==> src/uart_defs.svh <==
`ifndef UART_DEFS_SVH
`define UART_DEFS_SVH

// one character, 8n1 only
`define UART_DATA_W 8

// dll plus dlm
`define UART_DIV_W 16

// baud ticks per serial bit
`define UART_OVERSAMPLE 16

// byte address on apb, word offset in bits 4:2
`define UART_ADDR_W 8

// 8 data bits, 1 stop, dlab clear
`define UART_LCR_RESET 8'h03

`endif
==> src/uart_line_pkg.sv <==
`include "uart_defs.svh"

package uart_line_pkg;

    // counts baud ticks inside one bit
    typedef logic [$clog2(`UART_OVERSAMPLE)-1:0] uart_tick_cnt_t;

    // which data bit is on the line
    typedef logic [$clog2(`UART_DATA_W)-1:0] uart_bit_cnt_t;

    typedef enum logic [1:0] {
        TX_IDLE,
        TX_START,
        TX_DATA,
        TX_STOP
    } uart_tx_state_e;

    typedef enum logic [1:0] {
        RX_IDLE,
        RX_START,   // waiting for mid start bit
        RX_DATA,
        RX_STOP
    } uart_rx_state_e;

endpackage

==> src/uart_reg_pkg.sv <==
`include "uart_defs.svh"

package uart_reg_pkg;

    // one character as seen on the data bus
    typedef logic [`UART_DATA_W-1:0] uart_byte_t;

    // dlm:dll as one value
    typedef logic [`UART_DIV_W-1:0] uart_div_t;

    // word offset taken from paddr[4:2]
    typedef enum logic [2:0] {
        RB_TH_DLL = 3'd0,   // rbr on read, thr on write, dll when dlab set
        IE_DLM    = 3'd1,   // ier or dlm
        II        = 3'd2,   // read only
        LC        = 3'd3,
        MC        = 3'd4,   // loopback bit only
        LS        = 3'd5,
        SR        = 3'd7    // scratch
    } uart_reg_e;

    // interrupt id in iir[3:0]
    // bit 0 low while something is pending
    typedef enum logic [3:0] {
        NONE = 4'h1,
        THRE = 4'h2,
        RDA  = 4'h4,
        RLS  = 4'h6
    } uart_iir_e;

endpackage

==> src/uart_apb.sv <==
`timescale 1ns/1ns
`include "uart_defs.svh"

module uart_apb import uart_reg_pkg::*; (
    input  logic                    clk,
    input  logic                    nreset,
    // apb slave
    input  logic [`UART_ADDR_W-1:0] paddr,
    input  logic                    psel,
    input  logic                    penable,
    input  logic                    pwrite,
    input  logic [31:0]             pwdata,
    output logic [31:0]             prdata,
    output logic                    pready,
    // serial pins
    input  logic                    rxd_in,
    output logic                    txd_out,
    output logic                    irq
);

    // between register block and line modules
    logic       baud_tick;
    logic       tx_load;
    logic       tx_serial;
    logic       tx_busy;
    logic       rx_serial;
    logic       rx_valid;
    logic       rx_frame_err;
    uart_byte_t tx_data;
    uart_byte_t rx_data;

    assign pready = 1'b1;  // zero wait states

    // registers, baud gen, status and irq
    uart_regs i_regs (.*);

    // tx and rx run side by side off the same tick
    uart_tx i_tx (.*);

    uart_rx i_rx (.*);

endmodule

==> src/uart_regs.sv <==
`timescale 1ns/1ns
`include "uart_defs.svh"

module uart_regs import uart_reg_pkg::*; (
    input  logic                    clk,
    input  logic                    nreset,
    input  logic [`UART_ADDR_W-1:0] paddr,
    input  logic                    psel,
    input  logic                    penable,
    input  logic                    pwrite,
    input  logic [31:0]             pwdata,
    output logic [31:0]             prdata,
    input  logic                    rxd_in,
    output logic                    txd_out,
    output logic                    irq,
    output logic                    baud_tick,  // to both line modules
    output logic                    tx_load,
    output uart_byte_t              tx_data,
    output logic                    rx_serial,
    input  logic                    tx_serial,
    input  logic                    tx_busy,
    input  logic                    rx_valid,
    input  logic                    rx_frame_err,
    input  uart_byte_t              rx_data
);

    uart_byte_t lcr, scratch, thr, rbr, wbyte, lsr, rd_byte;
    uart_div_t  dl, dlc;
    logic [2:0] ier;  // rls, thre, rda
    uart_reg_e  reg_off;
    uart_iir_e  iir_code;
    logic       reg_read, reg_write, addr_valid, dlab, loopback;
    logic       wr_thr, wr_dll, rd_rbr, rd_lsr, rd_iir, dl_reload;
    logic       thr_full, dr, oe, fe, rbr_pop, thre, temt;
    logic       thre_int, thre_int_d, thre_pnd;
    logic       rxd_meta, rxd_sync;

    ////////////////////////////////////////////////////////////////////////////
    // apb decode, read in setup phase and write in access phase
    assign reg_read   = psel && !penable && !pwrite;
    assign reg_write  = psel && penable && pwrite;
    assign reg_off    = uart_reg_e'(paddr[4:2]);
    assign addr_valid = (paddr[`UART_ADDR_W-1:5] == '0) && (paddr[4:2] != 3'd6);
    assign wbyte      = pwdata[`UART_DATA_W-1:0];
    assign dlab       = lcr[7];

    assign wr_thr = reg_write && addr_valid && reg_off == RB_TH_DLL && !dlab;
    assign wr_dll = reg_write && addr_valid && reg_off == RB_TH_DLL && dlab;
    assign rd_rbr = reg_read && addr_valid && reg_off == RB_TH_DLL && !dlab;
    assign rd_lsr = reg_read && addr_valid && reg_off == LS;
    assign rd_iir = reg_read && addr_valid && reg_off == II;

    // config registers
    always_ff @(posedge clk or negedge nreset) begin
        if (!nreset) begin
            lcr      <= `UART_LCR_RESET;  // 8n1
            ier      <= '0;
            loopback <= 1'b0;
            scratch  <= '0;
            dl       <= '0;  // no ticks until programmed
        end else if (reg_write && addr_valid) begin
            case (reg_off)
                RB_TH_DLL: begin
                    if (dlab)
                        dl[`UART_DATA_W-1:0] <= wbyte;
                end
                IE_DLM: begin
                    if (dlab)
                        dl[`UART_DIV_W-1:`UART_DATA_W] <= wbyte;
                    else
                        ier <= wbyte[2:0];
                end
                LC:      lcr      <= wbyte;
                MC:      loopback <= wbyte[4];
                SR:      scratch  <= wbyte;
                default: ;  // iir and lsr are read only
            endcase
        end
    end

    ////////////////////////////////////////////////////////////////////////////
    // transmit holding register
    always_ff @(posedge clk) begin
        if (wr_thr)
            thr <= wbyte;  // overwrites if still full
    end

    always_ff @(posedge clk or negedge nreset) begin
        if (!nreset) begin
            thr_full <= 1'b0;
            tx_load  <= 1'b0;
        end else begin
            tx_load <= thr_full && !tx_busy && !tx_load;
            if (wr_thr)
                thr_full <= 1'b1;
            else if (tx_load)
                thr_full <= 1'b0;  // shifter took it
        end
    end

    assign tx_data = thr;
    assign thre    = !thr_full;
    assign temt    = thre && !tx_busy;

    // 16x baud tick, reloaded after a dll write
    always_ff @(posedge clk or negedge nreset) begin
        if (!nreset) begin
            dlc       <= '0;
            dl_reload <= 1'b0;
            baud_tick <= 1'b0;
        end else begin
            dl_reload <= wr_dll;  // dl holds the new value next cycle
            baud_tick <= (dl != '0) && (dlc == '0) && !dl_reload;
            if (dl_reload || dlc == '0)
                dlc <= dl - 1'b1;
            else
                dlc <= dlc - 1'b1;
        end
    end

    // rxd synchronizer and loopback
    always_ff @(posedge clk or negedge nreset) begin
        if (!nreset) begin
            rxd_meta <= 1'b1;  // idle line
            rxd_sync <= 1'b1;
        end else begin
            rxd_meta <= rxd_in;
            rxd_sync <= rxd_meta;
        end
    end

    assign rx_serial = loopback ? tx_serial : rxd_sync;
    assign txd_out   = loopback ? 1'b1 : tx_serial;  // pin held idle in loopback

    ////////////////////////////////////////////////////////////////////////////
    // receive buffer and line status
    always_ff @(posedge clk) begin
        if (rx_valid)
            rbr <= rx_data;
    end

    always_ff @(posedge clk or negedge nreset) begin
        if (!nreset) begin
            rbr_pop <= 1'b0;
            dr      <= 1'b0;
            oe      <= 1'b0;
            fe      <= 1'b0;
        end else begin
            rbr_pop <= rd_rbr;  // clear dr after prdata captured
            if (rx_valid)
                dr <= 1'b1;
            else if (rbr_pop)
                dr <= 1'b0;
            if (rx_valid && dr && !rbr_pop)
                oe <= 1'b1;  // unread byte lost
            else if (rd_lsr)
                oe <= 1'b0;
            if (rx_valid && rx_frame_err)
                fe <= 1'b1;
            else if (rd_lsr)
                fe <= 1'b0;
        end
    end

    assign lsr = {1'b0, temt, thre, 1'b0, fe, 1'b0, oe, dr};  // no parity or break

    // interrupt priority rls, rda, thre
    assign thre_int = ier[1] && thre;

    always_comb begin
        if (ier[2] && (oe || fe))
            iir_code = RLS;
        else if (ier[0] && dr)
            iir_code = RDA;
        else if (thre_pnd && ier[1])
            iir_code = THRE;
        else
            iir_code = NONE;
    end

    always_ff @(posedge clk or negedge nreset) begin
        if (!nreset) begin
            thre_int_d <= 1'b0;
            thre_pnd   <= 1'b0;
            irq        <= 1'b0;
        end else begin
            thre_int_d <= thre_int;
            if (wr_thr || (rd_iir && iir_code == THRE))
                thre_pnd <= 1'b0;  // acknowledged
            else if (thre_int && !thre_int_d)
                thre_pnd <= 1'b1;
            else
                thre_pnd <= thre_pnd && ier[1];  // dropped when masked
            irq <= (iir_code != NONE);
        end
    end

    // read mux
    always_comb begin
        case (reg_off)
            RB_TH_DLL: rd_byte = dlab ? dl[`UART_DATA_W-1:0] : rbr;
            IE_DLM:    rd_byte = dlab ? dl[`UART_DIV_W-1:`UART_DATA_W] : {5'b0, ier};
            II:        rd_byte = {4'b1100, iir_code};
            LC:        rd_byte = lcr;
            MC:        rd_byte = {3'b0, loopback, 4'b0};
            LS:        rd_byte = lsr;
            SR:        rd_byte = scratch;
            default:   rd_byte = '0;
        endcase
    end

    always_ff @(posedge clk) begin
        if (reg_read)
            prdata <= addr_valid ? {24'b0, rd_byte} : '0;  // held through access phase
    end

    // dr only drops two edges after an apb read at word offset 0 with dlab clear
    a_dr_clear: assert property (@(posedge clk) disable iff (!nreset)
        $fell(dr) |-> $past(psel && !penable && !pwrite && !dlab
                            && paddr[`UART_ADDR_W-1:2] == '0, 2));

endmodule

==> src/uart_rx.sv <==
`timescale 1ns/1ns
`include "uart_defs.svh"

module uart_rx import uart_reg_pkg::*, uart_line_pkg::*; (
    input  logic       clk,
    input  logic       nreset,
    input  logic       baud_tick,     // 16x bit rate
    input  logic       rx_serial,     // synced line or loopback
    output logic       rx_valid,      // one cycle per frame
    output logic       rx_frame_err,  // stop sample was low
    output uart_byte_t rx_data
);

    uart_rx_state_e state;
    uart_byte_t     shift_q;   // msb filled first, lsb ends up at bit 0
    uart_tick_cnt_t tick_cnt;
    uart_bit_cnt_t  bit_idx;
    logic           mid_start;
    logic           bit_done;

    // half a bit after the falling edge was seen
    assign mid_start = baud_tick && (tick_cnt == uart_tick_cnt_t'(`UART_OVERSAMPLE / 2 - 1));
    // one full bit after the previous sample
    assign bit_done  = baud_tick && (tick_cnt == uart_tick_cnt_t'(`UART_OVERSAMPLE - 1));

    assign rx_data = shift_q;  // stable from stop bit to next data bit

    always_ff @(posedge clk or negedge nreset) begin
        if (!nreset) begin
            state        <= RX_IDLE;
            tick_cnt     <= '0;
            bit_idx      <= '0;
            rx_valid     <= 1'b0;
            rx_frame_err <= 1'b0;
        end else begin
            rx_valid <= 1'b0;  // pulse

            case (state)
                RX_IDLE: begin
                    tick_cnt <= '0;
                    if (baud_tick && !rx_serial)
                        state <= RX_START;  // possible start bit
                end
                RX_START: begin
                    if (mid_start) begin
                        tick_cnt <= '0;  // realign on bit centre
                        bit_idx  <= '0;
                        if (rx_serial)
                            state <= RX_IDLE;  // glitch, back off
                        else
                            state <= RX_DATA;
                    end else if (baud_tick) begin
                        tick_cnt <= tick_cnt + 1'b1;
                    end
                end
                RX_DATA: begin
                    if (baud_tick)
                        tick_cnt <= tick_cnt + 1'b1;  // wraps on the sample tick
                    if (bit_done) begin
                        bit_idx <= bit_idx + 1'b1;
                        if (bit_idx == uart_bit_cnt_t'(`UART_DATA_W - 1))
                            state <= RX_STOP;
                    end
                end
                default: begin  // stop bit
                    if (baud_tick)
                        tick_cnt <= tick_cnt + 1'b1;
                    if (bit_done) begin
                        rx_valid     <= 1'b1;
                        rx_frame_err <= !rx_serial;
                        state        <= RX_IDLE;  // rest of stop bit is idle time
                    end
                end
            endcase
        end
    end

    // lsb first on the wire
    always_ff @(posedge clk) begin
        if (state == RX_DATA && bit_done)
            shift_q <= {rx_serial, shift_q[`UART_DATA_W-1:1]};
    end

    // dr/oe logic counts frames by pulses
    a_valid_pulse: assert property (@(posedge clk) disable iff (!nreset)
        rx_valid |=> !rx_valid);

endmodule

==> src/uart_tx.sv <==
`timescale 1ns/1ns
`include "uart_defs.svh"

module uart_tx import uart_reg_pkg::*, uart_line_pkg::*; (
    input  logic       clk,
    input  logic       nreset,
    input  logic       baud_tick,  // 16x bit rate
    input  logic       tx_load,    // holding reg handed over
    input  uart_byte_t tx_data,
    output logic       tx_serial,  // line out, idles high
    output logic       tx_busy
);

    uart_tx_state_e state;
    uart_byte_t     shift_q;   // lsb goes out next
    uart_tick_cnt_t tick_cnt;  // ticks into current bit
    uart_bit_cnt_t  bit_idx;
    logic           bit_done;

    // last tick of a bit
    assign bit_done = baud_tick && (tick_cnt == uart_tick_cnt_t'(`UART_OVERSAMPLE - 1));

    assign tx_busy = (state != TX_IDLE);

    always_ff @(posedge clk or negedge nreset) begin
        if (!nreset) begin
            state     <= TX_IDLE;
            tick_cnt  <= '0;
            bit_idx   <= '0;
            tx_serial <= 1'b1;
        end else begin
            if (state == TX_IDLE)
                tick_cnt <= '0;  // bit timing starts at load
            else if (baud_tick)
                tick_cnt <= tick_cnt + 1'b1;  // wraps every bit

            case (state)
                TX_IDLE: begin
                    if (tx_load)
                        state <= TX_START;
                end
                TX_START: begin
                    if (bit_done) begin
                        state   <= TX_DATA;
                        bit_idx <= '0;
                    end
                end
                TX_DATA: begin
                    if (bit_done) begin
                        bit_idx <= bit_idx + 1'b1;
                        if (bit_idx == uart_bit_cnt_t'(`UART_DATA_W - 1))
                            state <= TX_STOP;
                    end
                end
                default: begin  // stop bit
                    if (bit_done)
                        state <= TX_IDLE;
                end
            endcase

            // registered line driver, no glitches on the pin
            case (state)
                TX_START: tx_serial <= 1'b0;
                TX_DATA:  tx_serial <= shift_q[0];
                default:  tx_serial <= 1'b1;  // stop and idle
            endcase
        end
    end

    // data shifter
    always_ff @(posedge clk) begin
        if (tx_load && state == TX_IDLE)
            shift_q <= tx_data;
        else if (state == TX_DATA && bit_done)
            shift_q <= shift_q >> 1;
    end

    // register block has to hold off until the frame is out
    a_no_load_busy: assert property (@(posedge clk) disable iff (!nreset)
        tx_load |-> !tx_busy);

endmodule

==> config.mk <==
export PLATFORM = sky130hd
export DESIGN_NAME = uart_apb
export DESIGN_NICKNAME = d
export VERILOG_FILES = /design/src/uart_line_pkg.sv /design/src/uart_reg_pkg.sv /design/src/uart_apb.sv /design/src/uart_regs.sv /design/src/uart_rx.sv /design/src/uart_tx.sv
export VERILOG_INCLUDE_DIRS = /design/src
export SDC_FILE = /design/constraint.sdc
export NUM_CORES = 1
export LEC_CHECK = 0
export BUFFER_PORTS_ARGS = -buffer_cell sky130_fd_sc_hd__buf_4
export CORE_MARGIN = 2
export CORE_UTILIZATION = 55
export CTS_CLUSTER_SIZE = 25
export DETAILED_ROUTE_END_ITERATION = 10
export PLACE_DENSITY = 0.77
export REMOVE_ABC_BUFFERS = 1
export SYNTH_ARGS = -nofsm -noshare
export SYNTH_HDL_FRONTEND = slang
export SYNTH_SLANG_ARGS = --single-unit
==> constraint.sdc <==
create_clock -name clk -period 7 [get_ports clk]
set_input_delay 0.35 -clock clk [delete_from_list [all_inputs] [get_ports clk]]
set_output_delay 0.35 -clock clk [all_outputs]
set_load 0.005 [all_outputs]
Word level (Yosys, flattened, before mapping)
Cells that the tools add are included.
{"block": "totals", "register_bits": 150, "latchBits": 0, "mem_bits_rw": 0, "rom_bits": 0, "in_bits": 46, "output_inout_bits": 35, "wordCells": 193, "mem_count": 0}
{"block": "classes", "addsub": 6, "mul": 0, "div": 0, "order_cmp": 0, "n_eq_ne": 26, "shift": 0, "n_mux": 47, "bitwise": 2, "n_reduce_logical": 77}
{"operator": "one-hot mux 8 bit (7 select lines)", "count": 1}
{"operator": "logical AND 1 bit", "count": 35}
{"operator": "2-to-1 mux 8 bit", "count": 4}
{"operator": "subtractor 16 x 1 -> 16 bit, second input constant", "count": 2}
{"operator": "2-to-1 mux 2 bit", "count": 12}
{"operator": "2-to-1 mux 4 bit", "count": 6}
{"operator": "nonzero test 2 bit", "count": 10}
{"operator": "logical NOT 16 bit", "count": 1}
{"operator": "2-to-1 mux 16 bit", "count": 1}
{"operator": "nonzero test 16 bit", "count": 1}
{"operator": "== test 3 bit, second input constant", "count": 5}
{"operator": "AND reduction 3 bit", "count": 5}
{"operator": "!= test 2 x 1 -> 1 bit, second input constant", "count": 7}
{"operator": "2-to-1 mux 1 bit", "count": 13}
{"operator": "2-to-1 mux 3 bit", "count": 4}
{"operator": "one-hot mux 2 bit (3 select lines)", "count": 2}
{"operator": "one-hot mux 3 bit (2 select lines)", "count": 2}
{"operator": "logical NOT 1 bit", "count": 10}
{"operator": "AND reduction 5 bit", "count": 2}
{"operator": "adder 4 x 1 -> 4 bit, second input constant", "count": 2}
{"operator": "== test 4 bit, second input constant", "count": 2}
{"operator": "one-hot mux 4 bit (2 select lines)", "count": 1}
{"operator": "AND reduction 2 bit", "count": 4}
{"operator": "adder 3 x 1 -> 3 bit, second input constant", "count": 2}
{"operator": "other kinds (16)", "count": 24}

Depth between registers and ports, before layout
{"block": "depth", "ltp_word": 8, "mapped_depth": 11, "mapped_depth_nobuf": 9}

Cells and area by module
From an unflattened synthesis, not the netlist that was laid out.
{"block": "unflattened", "hier_cells": 503, "hier_area_um2": 6129.6}
{"mod": "uart_regs", "n_inst": 1, "cells_per_inst": 367, "area_each_um2": 4321.6, "seq_area_each_um2": 2352.3}
{"mod": "uart_tx", "n_inst": 1, "cells_per_inst": 68, "area_each_um2": 922.1, "seq_area_each_um2": 491.7}
{"mod": "uart_rx", "n_inst": 1, "cells_per_inst": 66, "area_each_um2": 874.6, "seq_area_each_um2": 515.5}
{"mod": "uart_apb", "n_inst": 1, "cells_per_inst": 2, "area_each_um2": 11.3, "seq_area_each_um2": 0.0}

Worst setup path before layout
OpenSTA, ideal clock, no wires.
{"block": "synth_timing", "path_kind": "register -> register", "startpoint": "reg i_regs.dlc[2]", "endpoint": "reg i_regs.dlc[10]", "setup_time_ns": 0.127, "t_arrival_ns": 2.442, "required_ns": 6.873, "path_slack_ns": 4.431, "path_stages_with_launch": 12, "path_buffers": 2, "synth_period_minus_slack_ns": 2.569, "path_cell_list": "dfrtp_1 -> nor3_2 -> nor3b_4 -> a31oi_4 -> buf_2 -> buf_2 -> mux2i_1 -> ha_1 -> nand2_1 -> nor4_1 -> xnor2_1 -> mux2i_1"}
{"block": "synth_between", "elab_chain_len": 3, "word_cells_on_any_way": 4, "classes_between": "add/sub: 1; mux: 1; reduce/logical: 2"}
{"item": "from (decl)", "line_no": "uart_regs.sv:28", "source": "uart_div_t dl, dlc;"}
{"item": "from (signal assigned)", "line_no": "uart_regs.sv:115", "source": "dlc <= dl - 1'b1;"}
{"item": "from (signal assigned)", "line_no": "uart_regs.sv:117", "source": "dlc <= dlc - 1'b1;"}
{"item": "branches (longest 2 deep; another with subtractor 16 x 1 -> 16 bit)"}
{"item": "2-to-1 mux 16 bit *", "line_no": "uart_regs.sv:114", "source": "if (dl_reload || dlc == '0)"}
Mark *: on every way between the ends.
A chain may end at the register's enable or synchronous reset.

Worst setup path in the final report
{"block": "layout_timing", "startpoint": "reg i_regs.dlc[6]", "endpoint": "reg i_regs.dlc[10]"}
The elaborated chain is that of the path after synthesis.

==> metrics.md <==
| Metric | Value |
|---|---|
| Outcome | `complete, no violations` |
| Final instance area | `6970 µm²` |
| Fmax | `340 MHz` |
| Crit path cell chain | `nor3_1 -> and3_1 -> a31oi_4 -> mux2i_1 -> ha_1 -> nand2_1 -> nor4_1 -> xnor2_1 -> mux2i_1` |
| RSZ-0062 raised after global routing | `no` |
| Flops & latches, synth | `126` |
| Final hold viol count | `0` |
| Core area | `10,800 µm²` |
| Complex-gate fraction of the synthesized area | `8.70%` |
| Die height | `109 µm` |
| Via-to-Cell Ratio | `5.70` |
| TNS Setup | `0 ns` |
| Clock Tree Root | `clkbuf_8` |
| IO Pins | `81` |
| Multi-input logic area | `2510 µm²` |
| Routed Antenna Nets | `0` |
| CP Launch Type | `register` |
| Register area | `3360 µm²` |
| Post-synth EDFFs | `40` |
| FF-to-FF Start | `i_regs.dlc[6]` |
| Most used cell along the critical path | `mux2i_1` |
| R2r endpoint | `i_regs.dlc[10]` |
| Total grt overflow | `0` |
| Maximum vdd drop | `162 µV` |
| Leakage | `3.06 nW` |
| Top FF cell, synth | `dfrtp_1` |
| Synth async-reset ratio | `68.3%` |
| Global-route wire length before repair | `20,000 µm` |
| CTS resizes | `0` |
| Vias in the first global route | `3,963` |
| CP Max Fanout | `26` |
| Slew Limit Fails | `0` |
| Routability cong. | `0.833` |
| First-pass DRT Iterations | `5` |
| Skew-Pair Late Insertion Delay | `0.52 ns` |
| Row Count | `38` |
| Placed cell area | `6340 µm²` |
| Worst slew pin tran | `1.14 ns` |
| Fillers | `815` |
| Die ar. | `11,900 µm²` |
| Reg clk slew, reported paths | `0.06 ns` |
| Commonest non-fill, non-tap cell in the layout | `dfrtp_1` |
| Hold Crit Class | `input port to register` |
| Hold buffers post-CTS | `2` |
| Seq/Total Area, Yosys | `55.2%` |
| Final WL | `12,400 µm` |
| Drt wl/cell | `17.8 µm` |
| Clk sinks | `126` |
| Maxcap violations | `0` |
| Hold Path Stages | `1` |
| Setup Viol. Count Final | `0` |
| Share of layout cells above drive strength 1 | `23.0%` |
| XOR/XNOR Fraction of Synth Area | `3.31%` |
| Tot GR Track Use | `22.9%` |
| R2R Setup Slk | `4.05 ns` |
| DP Wirelength | `8570 µm` |
| TritonCTS clock tree | `done` |
| Cells after Synth | `508` |
| Total power | `1.83 mW` |
| Final hold slack | `0.0600 ns` |
| WP data arrival | `3.32 ns` |
| Drt drc | `0` |
| Die W | `109 µm` |
| Worst EP required | `7.37 ns` |
| Number of diodes | `0` |
| WS Path Type | `register to register` |
| Area Overhead vs Synth | `14.6%` |
| Slowest cell on crit path | `nor3_1` |
| Fin nets | `604` |
| Initial DRC count | `231` |
| Port bufs | `29` |
| CP max stage delay | `0.44 ns` |
| Commonest non-fill, non-tap cells in the layout | `81 x dfrtp_1, 49 x mux2_2, 42 x nand2_1, 40 x edfxtp_1, 32 x buf_4` |
| Worst Min Path Start | `pwdata[6]` |
| Tcrit/Tclk final | `42.1%` |
| Mapped cell area | `6080 µm²` |
| Rel. slew slack | `23.3%` |
| Worst R2R Path Depth | `9` |
| Crit end category | `register` |
| Initial antenna violation count | `0` |
| Adder-cell share of the synthesized area | `2.88%` |
| Largest family of logic cells by synthesized area | `multiplexers` |
| Hold EP | `i_regs.tx_data[6]` |
| Num CTS Buffers | `17` |
| Initial Util | `56.4%` |
| Period minus WS final | `2.95 ns` |
| Mux contribution to synthesized area | `12.7%` |
| Post-Synthesis Mean Instance Area | `12.0 µm²` |
| H-tree levels | `4` |
| Post-CTS setup buffers | `0` |
| YS warnings | `0` |
| DR vias | `3,974` |
| Worst-case clock buffer depth | `2` |
| Distinct cells, synth | `57` |
| Largest net degree at the start of global routing | `66` |
| Pwr dens | `263 nW/µm²` |
| Clk_skew | `0.00501 ns` |
| Post-synthesis simple-gate area fraction | `12.1%` |
## cells in the mapped netlist (4+ instances only)
cell type | number | share of area [%]
xnor2_1 | 12 | 1.7
ha_1 | 14 | 2.9
clkbuf_1 | 11 | 0.68
nand2_1 | 42 | 2.6
nor3b_1 | 5 | 0.62
dfstp_2 | 5 | 2.2
nand3b_1 | 4 | 0.49
buf_4 | 25 | 3.1
and3_1 | 5 | 0.51
edfxtp_1 | 40 | 20
nor4_1 | 4 | 0.41
inv_1 | 15 | 0.93
a22o_1 | 10 | 1.4
nand4_1 | 4 | 0.41
o21ai_0 | 17 | 1.4
mux2_2 | 49 | 9.1
xor2_1 | 11 | 1.6
nand2b_1 | 6 | 0.62
a21oi_1 | 11 | 0.90
nor2_1 | 28 | 1.7
dfrtp_1 | 81 | 33
nor3_1 | 16 | 1.3
a31oi_1 | 4 | 0.41
nand3_1 | 9 | 0.74
mux2i_1 | 22 | 3.6
## cells by family after synthesis
| logic type | after synthesis |
|---|---|
| and+or+nand+nor | 143 |
| DFF | 126 |
| AOI/OAI and AO/OA | 74 |
| muxes | 71 |
| buffers and inverters | 55 |
| xor gates and xnor gates | 23 |
| adders and majority gates | 14 |
| other | 2 |
## area by class of cell
type,instances,area share [%]
clock buffer,20,6.69
clock inverter,12,2.15
inverter,15,0.807
multi-input combinational,350,35.9
sequential,126,48.2
tap,140,2.51
timing repair buffer,34,3.73
## registers in the layout, indices dropped and copies added, names as in the netlist, 2 cells and up
signal / count
i_regs.dl: 16
i_regs.dlc: 16
i_regs.ier: 3
i_regs.lcr: 8
i_regs.prdata: 8
i_regs.rbr: 8
i_regs.scratch: 8
i_regs.tx_data: 8
i_rx.bit_idx: 3
i_rx.rx_data: 8
i_rx.state: 2
i_rx.tick_cnt: 4
i_tx.bit_idx: 3
i_tx.shift_q: 8
i_tx.state: 2
i_tx.tick_cnt: 4
## where the power goes
| group | internal (mW) | switching (mW) | total (mW) |
|---|---|---|---|
| combinational | 0.0490 | 0.0692 | 0.118 |
| clock | 0.584 | 0.323 | 0.907 |
| sequential | 0.787 | 0.0214 | 0.808 |
| total | 1.42 | 0.413 | 1.83 |
## worst max-delay path, delay by kind of cell (launching register included)
family / cells / cell delay [ns]
AOI/OAI and AO/OA: 1 / 0.35
xor gates and xnor gates: 1 / 0.16
adders and majority gates: 1 / 0.32
DFF: 1 / 0.41
muxes: 2 / 0.43
and+or+nand+nor: 4 / 1.12
## per-stage QoR
step / worst slack, ns / instances / utilization, %
final: 4.05 / 697 / 64.6
after global routing: 3.81 / 697 / 64.6
after CTS: 4.09 / 697 / 64.6
after detailed placement: 4.10 / 663 / 58.7
after global placement: 4.23 / 663 / 58.7
after floorplan: 4.58 / 491 / -
## worst max path at each step
stage | slack (ns) | to | startpoint | depth (start not counted)
detailed placement | 4.10 | i_regs.dlc[10] | i_regs.dlc[6] | 9
global placement | 4.23 | i_regs.dlc[12] | i_regs.dlc[2] | 9
global route | 3.81 | i_regs.dlc[10] | i_regs.dlc[6] | 9
CTS | 4.09 | i_regs.dlc[10] | i_regs.dlc[6] | 9
floorplan | 4.58 | i_regs.dlc[10] | i_regs.dlc[6] | 9
finish | 4.05 | i_regs.dlc[10] | i_regs.dlc[6] | 9
## per-layer routing
| metal | up-vias | GRT usage (%) | wire length (µm) |
|---|---|---|---|
| met3 | 21 | 5.92 | 660 |
| li1 | 1866 | - | - |
| met4 | 0 | 9.76 | 261 |
| met2 | 99 | 37.0 | 6150 |
| met1 | 1988 | 29.3 | 5330 |
| met5 | - | 0 | 0 |
Note: power is estimated with default switching activity, not from simulation.
